### config.mk
export PLATFORM = sky130hd
export DESIGN_NAME = lce_top
export DESIGN_NICKNAME = d
export VERILOG_FILES = /design/src/design/lce_pkg.sv /design/src/design/lce_cmd.sv /design/src/design/lce_req.sv /design/src/design/lce_stall_timer.sv /design/src/design/lce_top.sv
export SDC_FILE = /design/constraint.sdc
export NUM_CORES = 1
export LEC_CHECK = 0
export ABC_AREA = 0
export BUFFER_PORTS_ARGS = -buffer_cell sky130_fd_sc_hd__buf_2
export CORE_ASPECT_RATIO = 1.25
export CORE_MARGIN = 5
export CORE_UTILIZATION = 42
export DETAILED_ROUTE_END_ITERATION = 12
export PLACE_DENSITY = 0.87
export SLEW_MARGIN = 20
export SYNTH_ARGS = -nofsm -noshare
export SYNTH_HDL_FRONTEND = slang
export SYNTH_SLANG_ARGS = --single-unit
### constraint.sdc
create_clock -name clk_i -period 4.6 [get_ports clk_i]
set_clock_uncertainty 0.05 [all_clocks]
set_input_delay 0.92 -clock clk_i [delete_from_list [all_inputs] [get_ports clk_i]]
set_output_delay 0.92 -clock clk_i [all_outputs]
set_load 0.05 [all_outputs]
### src/design/lce_pkg.sv
// ####################
// Shared definitions for the local cache engine
//   Address split and block widths
//   Miss, command and response encodings
//   Coherence state encoding
// ####################

package lce_pkg;

  // Address and block geometry
  localparam int addr_width_p   = 16;
  localparam int offset_width_p = 3;
  localparam int block_width_p  = 64;
  localparam int lce_id_width_p = 2;
  localparam int sets_p         = 16;
  localparam int assoc_p        = 2;

  // Derived widths, tag takes the bits above set and offset
  localparam int set_width_p = $clog2(sets_p);
  localparam int way_width_p = $clog2(assoc_p);
  localparam int tag_width_p = addr_width_p - set_width_p - offset_width_p;

  typedef enum logic [0:0] {
    e_req_rd = 1'b0,
    e_req_wr = 1'b1
  } lce_req_type_e;

  // Remaining opcodes are reserved
  typedef enum logic [1:0] {
    e_cmd_fill  = 2'b00,
    e_cmd_inval = 2'b01
  } lce_cmd_op_e;

  typedef enum logic [0:0] {
    e_resp_coh_ack = 1'b0,
    e_resp_inv_ack = 1'b1
  } lce_resp_type_e;

  typedef enum logic [1:0] {
    e_coh_i = 2'b00,
    e_coh_s = 2'b01,
    e_coh_m = 2'b11
  } coh_state_e;

endpackage

### src/design/lce_cmd.sv
// ####################
// Command stage of the local cache engine
//   Fill and invalidate commands from the directory
//   Tag and data memory packets toward the cache
//   Directory response and fill completion
// ####################

`timescale 1ns/1ps

module lce_cmd (
  input  logic                                  clk_i,
  input  logic                                  reset_i,
  input  logic [lce_pkg::lce_id_width_p-1:0]    lce_id_i,

  input  logic                                  lce_cmd_v_i,
  input  lce_pkg::lce_cmd_op_e                  lce_cmd_op_i,
  input  logic [lce_pkg::addr_width_p-1:0]      lce_cmd_addr_i,
  input  logic [lce_pkg::way_width_p-1:0]       lce_cmd_way_i,
  input  lce_pkg::coh_state_e                   lce_cmd_state_i,
  input  logic [lce_pkg::block_width_p-1:0]     lce_cmd_data_i,
  output logic                                  lce_cmd_yumi_o,

  output logic                                  tag_mem_v_o,
  output logic [lce_pkg::set_width_p-1:0]       tag_mem_set_o,
  output logic [lce_pkg::way_width_p-1:0]       tag_mem_way_o,
  output logic [lce_pkg::tag_width_p-1:0]       tag_mem_tag_o,
  output lce_pkg::coh_state_e                   tag_mem_state_o,
  input  logic                                  tag_mem_yumi_i,

  output logic                                  data_mem_v_o,
  output logic [lce_pkg::set_width_p-1:0]       data_mem_set_o,
  output logic [lce_pkg::way_width_p-1:0]       data_mem_way_o,
  output logic [lce_pkg::block_width_p-1:0]     data_mem_data_o,
  input  logic                                  data_mem_yumi_i,

  output logic                                  lce_resp_v_o,
  output lce_pkg::lce_resp_type_e               lce_resp_type_o,
  output logic [lce_pkg::addr_width_p-1:0]      lce_resp_addr_o,
  output logic [lce_pkg::lce_id_width_p-1:0]    lce_resp_src_o,
  input  logic                                  lce_resp_ready_i,

  output logic                                  cache_req_complete_o
);

  localparam logic [1:0] st_idle_lp = 2'd0;
  localparam logic [1:0] st_mem_lp  = 2'd1;
  localparam logic [1:0] st_resp_lp = 2'd2;

  logic [1:0]                        state_r;
  logic                              tag_pend_r;
  logic                              data_pend_r;
  logic                              fill_r;
  logic [lce_pkg::addr_width_p-1:0]  addr_r;
  logic [lce_pkg::way_width_p-1:0]   way_r;
  lce_pkg::coh_state_e               tag_state_r;
  logic [lce_pkg::block_width_p-1:0] data_r;
  logic                              cmd_is_fill;
  logic                              tag_left;
  logic                              data_left;
  logic                              resp_fire;

  assign lce_cmd_yumi_o = (state_r == st_idle_lp) & lce_cmd_v_i;
  assign cmd_is_fill    = (lce_cmd_op_i == lce_pkg::e_cmd_fill);

  // Packets still owed after this cycle's yumis
  assign tag_left  = tag_pend_r & ~tag_mem_yumi_i;
  assign data_left = data_pend_r & ~data_mem_yumi_i;
  assign resp_fire = lce_resp_v_o & lce_resp_ready_i;

  always_ff @(posedge clk_i) begin
    if (reset_i) begin
      state_r     <= st_idle_lp;
      tag_pend_r  <= 1'b0;
      data_pend_r <= 1'b0;
    end else begin
      case (state_r)
        st_idle_lp: begin
          if (lce_cmd_yumi_o) begin
            state_r     <= st_mem_lp;
            tag_pend_r  <= 1'b1;
            // Invalidate touches only the tag
            data_pend_r <= cmd_is_fill;
          end
        end
        st_mem_lp: begin
          tag_pend_r  <= tag_left;
          data_pend_r <= data_left;
          if (~tag_left & ~data_left) begin
            state_r <= st_resp_lp;
          end
        end
        st_resp_lp: begin
          if (resp_fire) begin
            state_r <= st_idle_lp;
          end
        end
        default: state_r <= st_idle_lp;
      endcase
    end
  end

  // Command payload
  always_ff @(posedge clk_i) begin
    if (lce_cmd_yumi_o) begin
      fill_r      <= cmd_is_fill;
      addr_r      <= lce_cmd_addr_i;
      way_r       <= lce_cmd_way_i;
      data_r      <= lce_cmd_data_i;
      tag_state_r <= cmd_is_fill ? lce_cmd_state_i : lce_pkg::e_coh_i;
    end
  end

  assign tag_mem_v_o     = tag_pend_r;
  assign tag_mem_set_o   = addr_r[lce_pkg::offset_width_p +: lce_pkg::set_width_p];
  assign tag_mem_way_o   = way_r;
  assign tag_mem_tag_o   = addr_r[lce_pkg::addr_width_p-1 -: lce_pkg::tag_width_p];
  assign tag_mem_state_o = tag_state_r;

  assign data_mem_v_o    = data_pend_r;
  assign data_mem_set_o  = addr_r[lce_pkg::offset_width_p +: lce_pkg::set_width_p];
  assign data_mem_way_o  = way_r;
  assign data_mem_data_o = data_r;

  assign lce_resp_v_o    = (state_r == st_resp_lp);
  assign lce_resp_type_o = fill_r ? lce_pkg::e_resp_coh_ack : lce_pkg::e_resp_inv_ack;
  assign lce_resp_addr_o = addr_r;
  assign lce_resp_src_o  = lce_id_i;

  // Fill done once its ack is taken
  assign cache_req_complete_o = resp_fire & (lce_resp_type_o == lce_pkg::e_resp_coh_ack);

endmodule

### src/design/lce_req.sv
// ####################
// Request stage of the local cache engine
//   Takes cache misses and sends them to the directory
//   Credit counter for outstanding misses
// ####################

`timescale 1ns/1ps

module lce_req #(
  parameter int credits_p = 4
) (
  input  logic                                  clk_i,
  input  logic                                  reset_i,
  input  logic [lce_pkg::lce_id_width_p-1:0]    lce_id_i,

  input  logic                                  cache_req_v_i,
  input  lce_pkg::lce_req_type_e                cache_req_type_i,
  input  logic [lce_pkg::addr_width_p-1:0]      cache_req_addr_i,
  input  logic                                  cache_req_complete_i,
  output logic                                  ready_o,

  output logic                                  lce_req_v_o,
  input  logic                                  lce_req_ready_i,
  output lce_pkg::lce_req_type_e                lce_req_type_o,
  output logic [lce_pkg::addr_width_p-1:0]      lce_req_addr_o,
  output logic [lce_pkg::lce_id_width_p-1:0]    lce_req_src_o,

  output logic                                  credits_full_o,
  output logic                                  credits_empty_o
);

  localparam int cnt_width_lp = $clog2(credits_p + 1);
  localparam logic [cnt_width_lp-1:0] credits_max_lp = cnt_width_lp'(credits_p);

  localparam logic st_ready_lp = 1'b0;
  localparam logic st_send_lp  = 1'b1;

  logic                             state_r;
  logic [cnt_width_lp-1:0]          credit_cnt_r;
  lce_pkg::lce_req_type_e           type_r;
  logic [lce_pkg::addr_width_p-1:0] addr_r;
  logic                             req_fire;
  logic                             lce_fire;

  assign req_fire = cache_req_v_i & ready_o;
  assign lce_fire = lce_req_v_o & lce_req_ready_i;

  // Idle and a free credit
  assign ready_o = (state_r == st_ready_lp) & ~credits_full_o;

  always_ff @(posedge clk_i) begin
    if (reset_i) begin
      state_r <= st_ready_lp;
    end else begin
      case (state_r)
        st_ready_lp: begin
          if (req_fire) begin
            state_r <= st_send_lp;
          end
        end
        st_send_lp: begin
          if (lce_fire) begin
            state_r <= st_ready_lp;
          end
        end
        default: state_r <= st_ready_lp;
      endcase
    end
  end

  // Miss held until the directory takes it
  always_ff @(posedge clk_i) begin
    if (req_fire) begin
      type_r <= cache_req_type_i;
      addr_r <= cache_req_addr_i;
    end
  end

  // Up on a sent request, down on a completed fill
  always_ff @(posedge clk_i) begin
    if (reset_i) begin
      credit_cnt_r <= '0;
    end else if (lce_fire & ~cache_req_complete_i) begin
      credit_cnt_r <= credit_cnt_r + cnt_width_lp'(1);
    end else if (~lce_fire & cache_req_complete_i) begin
      credit_cnt_r <= credit_cnt_r - cnt_width_lp'(1);
    end
  end

  assign credits_full_o  = (credit_cnt_r == credits_max_lp);
  assign credits_empty_o = (credit_cnt_r == '0);

  assign lce_req_v_o    = (state_r == st_send_lp);
  assign lce_req_type_o = type_r;
  assign lce_req_addr_o = addr_r;
  assign lce_req_src_o  = lce_id_i;

endmodule

### src/design/lce_stall_timer.sv
// ####################
// Stall timer of the local cache engine
//   Counts cycles blocked on a memory port
//   Gates the cache ready
// ####################

`timescale 1ns/1ps

module lce_stall_timer #(
  parameter int timeout_max_p = 4
) (
  input  logic clk_i,
  input  logic reset_i,
  input  logic tag_mem_v_i,
  input  logic tag_mem_yumi_i,
  input  logic data_mem_v_i,
  input  logic data_mem_yumi_i,
  input  logic req_ready_i,
  output logic cache_req_ready_o
);

  localparam int cnt_width_lp = $clog2(timeout_max_p + 1);
  localparam logic [cnt_width_lp-1:0] cnt_max_lp = cnt_width_lp'(timeout_max_p);

  logic [cnt_width_lp-1:0] cnt_r;
  logic                    blocked;
  logic                    timeout;

  // Some packet waiting on the cache this cycle
  assign blocked = (tag_mem_v_i & ~tag_mem_yumi_i) | (data_mem_v_i & ~data_mem_yumi_i);
  assign timeout = (cnt_r == cnt_max_lp);

  // Saturates at the limit
  always_ff @(posedge clk_i) begin
    if (reset_i | ~blocked) begin
      cnt_r <= '0;
    end else if (~timeout) begin
      cnt_r <= cnt_r + cnt_width_lp'(1);
    end
  end

  // Withholding ready frees a memory cycle for the engine
  assign cache_req_ready_o = req_ready_i & ~timeout;

endmodule

### src/design/lce_top.sv
// ####################
// Local cache engine top level
//   Request stage, command stage and stall timer
// ####################

`timescale 1ns/1ps

module lce_top #(
  parameter int credits_p     = 4,
  parameter int timeout_max_p = 4
) (
  input  logic                                  clk_i,
  input  logic                                  reset_i,
  input  logic [lce_pkg::lce_id_width_p-1:0]    lce_id_i,

  // Cache misses
  input  logic                                  cache_req_v_i,
  input  lce_pkg::lce_req_type_e                cache_req_type_i,
  input  logic [lce_pkg::addr_width_p-1:0]      cache_req_addr_i,
  output logic                                  cache_req_ready_o,
  output logic                                  cache_req_complete_o,
  output logic                                  credits_full_o,
  output logic                                  credits_empty_o,

  // Requests to the directory
  output logic                                  lce_req_v_o,
  output lce_pkg::lce_req_type_e                lce_req_type_o,
  output logic [lce_pkg::addr_width_p-1:0]      lce_req_addr_o,
  output logic [lce_pkg::lce_id_width_p-1:0]    lce_req_src_o,
  input  logic                                  lce_req_ready_i,

  // Commands from the directory
  input  logic                                  lce_cmd_v_i,
  input  lce_pkg::lce_cmd_op_e                  lce_cmd_op_i,
  input  logic [lce_pkg::addr_width_p-1:0]      lce_cmd_addr_i,
  input  logic [lce_pkg::way_width_p-1:0]       lce_cmd_way_i,
  input  lce_pkg::coh_state_e                   lce_cmd_state_i,
  input  logic [lce_pkg::block_width_p-1:0]     lce_cmd_data_i,
  output logic                                  lce_cmd_yumi_o,

  // Tag and data memory packets
  output logic                                  tag_mem_v_o,
  output logic [lce_pkg::set_width_p-1:0]       tag_mem_set_o,
  output logic [lce_pkg::way_width_p-1:0]       tag_mem_way_o,
  output logic [lce_pkg::tag_width_p-1:0]       tag_mem_tag_o,
  output lce_pkg::coh_state_e                   tag_mem_state_o,
  input  logic                                  tag_mem_yumi_i,
  output logic                                  data_mem_v_o,
  output logic [lce_pkg::set_width_p-1:0]       data_mem_set_o,
  output logic [lce_pkg::way_width_p-1:0]       data_mem_way_o,
  output logic [lce_pkg::block_width_p-1:0]     data_mem_data_o,
  input  logic                                  data_mem_yumi_i,

  // Responses to the directory
  output logic                                  lce_resp_v_o,
  output lce_pkg::lce_resp_type_e               lce_resp_type_o,
  output logic [lce_pkg::addr_width_p-1:0]      lce_resp_addr_o,
  output logic [lce_pkg::lce_id_width_p-1:0]    lce_resp_src_o,
  input  logic                                  lce_resp_ready_i
);

  logic req_ready_lo;

  // Miss counts only when the gated ready is seen by the cache
  lce_req #(
    .credits_p(credits_p)
  ) u_req (
    .clk_i(clk_i),
    .reset_i(reset_i),
    .lce_id_i(lce_id_i),
    .cache_req_v_i(cache_req_v_i & cache_req_ready_o),
    .cache_req_type_i(cache_req_type_i),
    .cache_req_addr_i(cache_req_addr_i),
    .cache_req_complete_i(cache_req_complete_o),
    .ready_o(req_ready_lo),
    .lce_req_v_o(lce_req_v_o),
    .lce_req_ready_i(lce_req_ready_i),
    .lce_req_type_o(lce_req_type_o),
    .lce_req_addr_o(lce_req_addr_o),
    .lce_req_src_o(lce_req_src_o),
    .credits_full_o(credits_full_o),
    .credits_empty_o(credits_empty_o)
  );

  lce_cmd u_cmd (
    .clk_i(clk_i),
    .reset_i(reset_i),
    .lce_id_i(lce_id_i),
    .lce_cmd_v_i(lce_cmd_v_i),
    .lce_cmd_op_i(lce_cmd_op_i),
    .lce_cmd_addr_i(lce_cmd_addr_i),
    .lce_cmd_way_i(lce_cmd_way_i),
    .lce_cmd_state_i(lce_cmd_state_i),
    .lce_cmd_data_i(lce_cmd_data_i),
    .lce_cmd_yumi_o(lce_cmd_yumi_o),
    .tag_mem_v_o(tag_mem_v_o),
    .tag_mem_set_o(tag_mem_set_o),
    .tag_mem_way_o(tag_mem_way_o),
    .tag_mem_tag_o(tag_mem_tag_o),
    .tag_mem_state_o(tag_mem_state_o),
    .tag_mem_yumi_i(tag_mem_yumi_i),
    .data_mem_v_o(data_mem_v_o),
    .data_mem_set_o(data_mem_set_o),
    .data_mem_way_o(data_mem_way_o),
    .data_mem_data_o(data_mem_data_o),
    .data_mem_yumi_i(data_mem_yumi_i),
    .lce_resp_v_o(lce_resp_v_o),
    .lce_resp_type_o(lce_resp_type_o),
    .lce_resp_addr_o(lce_resp_addr_o),
    .lce_resp_src_o(lce_resp_src_o),
    .lce_resp_ready_i(lce_resp_ready_i),
    .cache_req_complete_o(cache_req_complete_o)
  );

  lce_stall_timer #(
    .timeout_max_p(timeout_max_p)
  ) u_timer (
    .clk_i(clk_i),
    .reset_i(reset_i),
    .tag_mem_v_i(tag_mem_v_o),
    .tag_mem_yumi_i(tag_mem_yumi_i),
    .data_mem_v_i(data_mem_v_o),
    .data_mem_yumi_i(data_mem_yumi_i),
    .req_ready_i(req_ready_lo),
    .cache_req_ready_o(cache_req_ready_o)
  );

endmodule

# Yosys cells after proc, flatten, opt, wreduce, memory -nomap -nowiden
# Cells that the tools add are included.
# Widths: inputs -> output; s select.
# totals
reg_bits	112
in_bits	112
word_cells	69
# op_classes
n_addsub	3
eq_ne	7
muxes	14
bitwise_logic	25
n_reduce_logical	7
# ops
op	count
$and 1x1->1	13
$not 1->1	10
$add 3x1->3 const B	2
$eq 3x3->1 const B	2
$mux 2	3
$mux 3	2
$pmux 1 s2	3
$pmux 2 s3	1
$mux 1	5
$logic_not 2->1	2
$ne 2x2->1 const B	2
$reduce_bool 2->1	2
$logic_not 3->1	1
$reduce_and 3->1	1
$sub 3x1->3 const B	1
$eq 2x1->1 const B	1
$eq 2x2->1 const B	1
$ne 2x1->1 const B	1
$or 1x1->1	2
$reduce_and 2->1	1

# Longest topological paths before layout
# logic_depth
ltp_word	8
depth_mapped	9
depth_no_buf	9

# Hierarchy
# From an unflattened synthesis, not the netlist that was laid out.
# unflattened
hier_cells	196
hier_area_um2	3846.2
# modules_own_cells
module	instances	cells_per_inst	area_each_um2	seq_area_each_um2
lce_cmd	1	133	2902.8	2602.5
lce_req	1	43	750.7	590.6
lce_stall_timer	1	19	186.4	60.1
lce_top	1	1	6.3	0.0

# Worst setup path after synthesis
# No wires, ideal clock.
# synth_path
path_type	input to output
from	in lce_cmd_v_i
to	out lce_cmd_yumi_o
t_arrival_ps	3230
t_required_ps	3630
slack_ps	400
path_stages	2
path_cell_list	or3b_4 -> inv_1
# synth_via
elab_chain_cells	1
# synth_lines
item	line_no	source
start, declared	lce_top.sv:33	input logic lce_cmd_v_i,
$and 1x1->1	lce_cmd.sv:62	assign lce_cmd_yumi_o = (state_r == st_idle_lp) & lce_cmd_v_i;
end, declared	lce_top.sv:39	output logic lce_cmd_yumi_o,
# No other way between the ends.

# Final worst setup path
# Same ends and word-level chain as after synthesis.

==> key figures <==
Status
  – Result of the run: finished, final reports clean

CTS
  – Clk sinks: 112
  – Num CTS Buffers: 9
  – Clock tree from TritonCTS: built
  – Clock root buffer master: clkbuf_16
  – Clock Latency Late Sink: 0.34 ns
  – Total setup buffers inserted after CTS: 0
  – Clock H-tree levels: 3
  – # resized after CTS: 0
  – Number of buffers on the longest clock path: 2
  – Worst-path clk slew: 0.07 ns
  – Number of buffers inserted for hold repair after clock tree synthesis: 0

Setup path
  – Worst Setup End Kind: output port
  – Bufs and invs on worst path: 3
  – Endpoint of the most critical setup path: lce_cmd_yumi_o
  – Highest fanout seen on the critical path: 4
  – CP most frequent cell: buf_2
  – Reg2Reg Setup Slack: 2.30 ns
  – Critical Path Start: lce_cmd_v_i
  – Worst Path Class, Setup: input port to output port
  – Cells on worst reg2reg path: 4
  – Slowest cell on the critical path: or3b_4
  – Category of the worst setup path launch point: input port
  – RR Endpoint: u_cmd.lce_resp_addr_o[11]
  – CP required: 3.63 ns
  – Arrival @ worst endpoint: 1.77 ns
  – Critical path's largest stage delay: 0.40 ns
  – Crit path cell chain: buf_2 -> or3b_4 -> clkinv_2 -> buf_2
  – Worst reg2reg path startpoint: u_cmd.state_r[1]
  – Family of cells with the greatest summed delay on the critical path: buffers and inverters
  – Total stage count of the critical path: 4

Synth
  – Fraction of registers with async set or reset after synthesis: 0%
  – Most frequently used cell type in the post-synthesis netlist: edfxtp_1
  – Dominant cells by area after synthesis: edfxtp_1 (79%), dfxtp_1 (5.8%), buf_4 (4.3%), inv_1 (1.1%), ha_1 (0.98%)
  – EDFF count, synth: 101
  – Mux cell area share after synthesis: 0.525%
  – Fraction of the yosys area taken by sequential cells: 85.2%
  – Post-Synth XOR/XNOR Area: 0.689%
  – Syn Std Cell Area: 3820 um2
  – Yosys reg bits: 112
  – Warning count from the yosys run: 0
  – Distinct cells, synth: 30
  – Top cell type's share of synthesized area: 79.5%
  – Synthesized-area fraction occupied by adder cells: 1.51%
  – Post-synth top flop: edfxtp_1
  – Post-synthesis share of cell area spent on and, or, nand and nor gates: 4.36%
  – Net count of the mapped netlist: 311
  – Post-synthesis cell count: 195
  – Largest family of logic cells by synthesized area: buffers and inverters
  – Average instance area after synthesis: 19.6 um2
  – Share of the synthesized area in compound gates (AO/OA/AOI/OAI): 2.13%
  – Post-synthesis cell type with the largest combined area: edfxtp_1
  – Commonest cells in the synthesized netlist: edfxtp_1 (101), buf_4 (22), dfxtp_1 (11), inv_1 (11)

Global route
  – All-Layer GR Usage: 15.5%
  – Leftover overflow at the end of global routing: 0
  – First-pass GRT wire length: 12500 um
  – Largest net degree at the start of global routing: 44
  – Number of global-route vias before repair: 2518
  – Initial antenna violation count: 3

Detailed routing
  – Via density per instance: 4.49
  – Post-route antenna net violation count: 0
  – Via count of the routed design: 2472
  – Wirelength, routed: 9250 um
  – Routed wirelength normalized by instance count: 16.8 um
  – Number of optimization iterations in the first detailed-route pass: 4
  – Number of DRC markers after the initial detailed-route iteration: 109
  – DRC violations left: 0

Layout
  – Number of diodes added for antenna fixing: 0
  – Fraction of final layout cells sized beyond drive strength 1: 60.9%
  – Final standard cell area without fillers: 5300 um2
  – Final Util: 58.7%
  – Filler-free cell count of the finished design: 550
  – Number of nets in the finished design: 538
  – Synthesis-to-layout area growth: 38.8%
  – Fill cell total of the finished layout: 701
  – Multi-input logic area: 352 um2
  – Sequential cell area: 3250 um2

STA
  – Max Transition Viols Final: 0
  – Post-route setup slack: 1.86 ns
  – Final-report setup violation count: 0
  – Post-route clock period utilization: 59.5%
  – Final critical path time including I/O delays and setup: 2.74 ns
  – Hold Slack: 0.458 ns
  – TNS Setup: 0 ns
  – Max transition margin: 58.1%
  – Slew at the pin with the worst max-slew slack: 0.627 ns
  – Unrepaired setup endpoints after global routing: no
  – Final Hold Fails: 0
  – Max Fclk: 0.365 GHz

Run
  – Number of maximum-capacitance violations: 0

Place
  – Routability-driven placement congestion ratio: 0.694
  – Post-Place Cell Area: 5000 um2
  – Number of cells after detailed placement: 534
  – Half-perimeter wire length after placement: 7580 um
  – Worst slack after detailed placement: 1.62 ns
  – Port Buf Inserts: 237

Worst hold path
  – Worst hold path stage count: 2
  – Class of the tightest hold or removal check: register to register

Power and ir drop
  – PnR Total Power: 2.47 mW
  – Peak supply drop: 0.229 mV
  – Power density over the cells: 466 nW/um2
  – Pleak: 2.35 nW

Floorplan
  – Die X: 95.3 um
  – Die ar.: 11100 um2
  – Count of boundary I/O pins: 244
  – Starting Density: 42.3%
  – CORE AREA: 9030 um2
  – Total number of placement rows: 39
  – Die boundary height: 117 um
flip-flops by register name, summed over array words and instances, names as in the netlist:
signal and count:
u_cmd.data_mem_data_o 64, u_cmd.lce_resp_addr_o 16, u_req.lce_req_addr_o 16, u_req.credit_cnt_r 3
u_timer.cnt_r 3, u_cmd.state_r 2, u_cmd.tag_mem_state_o 2, u_cmd.data_mem_v_o 1
u_cmd.data_mem_way_o 1, u_cmd.fill_r 1, u_cmd.tag_mem_v_o 1, u_req.lce_req_type_o 1
u_req.lce_req_v_o 1
how the worst min path moves through the flow:
stage                     startpoint                    end  slack (ns)
4_1_cts        u_req.credit_cnt_r[2]  u_req.credit_cnt_r[2]        0.46
6_report       u_req.credit_cnt_r[2]  u_req.credit_cnt_r[2]        0.46
3_5_place_dp   u_req.credit_cnt_r[2]  u_req.credit_cnt_r[2]        0.45
2_1_floorplan  u_req.credit_cnt_r[2]  u_req.credit_cnt_r[2]        0.42
5_1_grt            u_cmd.tag_mem_v_o      u_cmd.tag_mem_v_o        0.49
3_3_place_gp   u_req.credit_cnt_r[2]  u_req.credit_cnt_r[2]        0.43
report_power, final:
| part | internal [mW] | total, mW | switching (mW) |
|---|---|---|---|
| clock network | 0.424 | 0.760 | 0.335 |
| registers | 1.20 | 1.22 | 0.0251 |
| logic | 0.104 | 0.485 | 0.382 |
metal layers:
layer / track usage, % / part of all wire, % / vias to the layer above
li1: - / - / 1147
met1: 15.1 / 30 / 1155
met2: 27.6 / 53 / 146
met3: 7.28 / 15 / 18
met4: 7.22 / 1.6 / 6
met5: 0 / 0.44 / -
cells in the final DEF, fill, tap and decap left out, types with 4 or more instances in the layout:
cell type	count
buf_2	237
edfxtp_1	101
dfxtp_1	11
inv_1	10
clkbuf_16	9
nor2_1	5
a21oi_1	5
and2_1	4
nor3_1	4
layout make-up:
class	count	share of cell area, %
tap	123	2.91
timing repair buffer	239	22.7
clock buffer	10	4.32
multi-input combinational	49	6.64
inverter	11	0.803
sequential	112	61.4
clock inverter	6	1.23
tightest hold or removal path, delay by kind of cell (launching register included):
family	cells	cell delay, ns
DFF	1	0.33
AOI/OAI and AO/OA	2	0.13
kinds of logic after synthesis:
logic type | after synthesis
flip-flops | 112
buffers and inverters | 34
AND/OR/NAND/NOR | 27
AO/OA/AOI/OAI | 13
adder cells (fa/ha/maj) | 4
XOR/XNOR | 3
multiplexers | 2
Power figures use the tool's default switching activity.
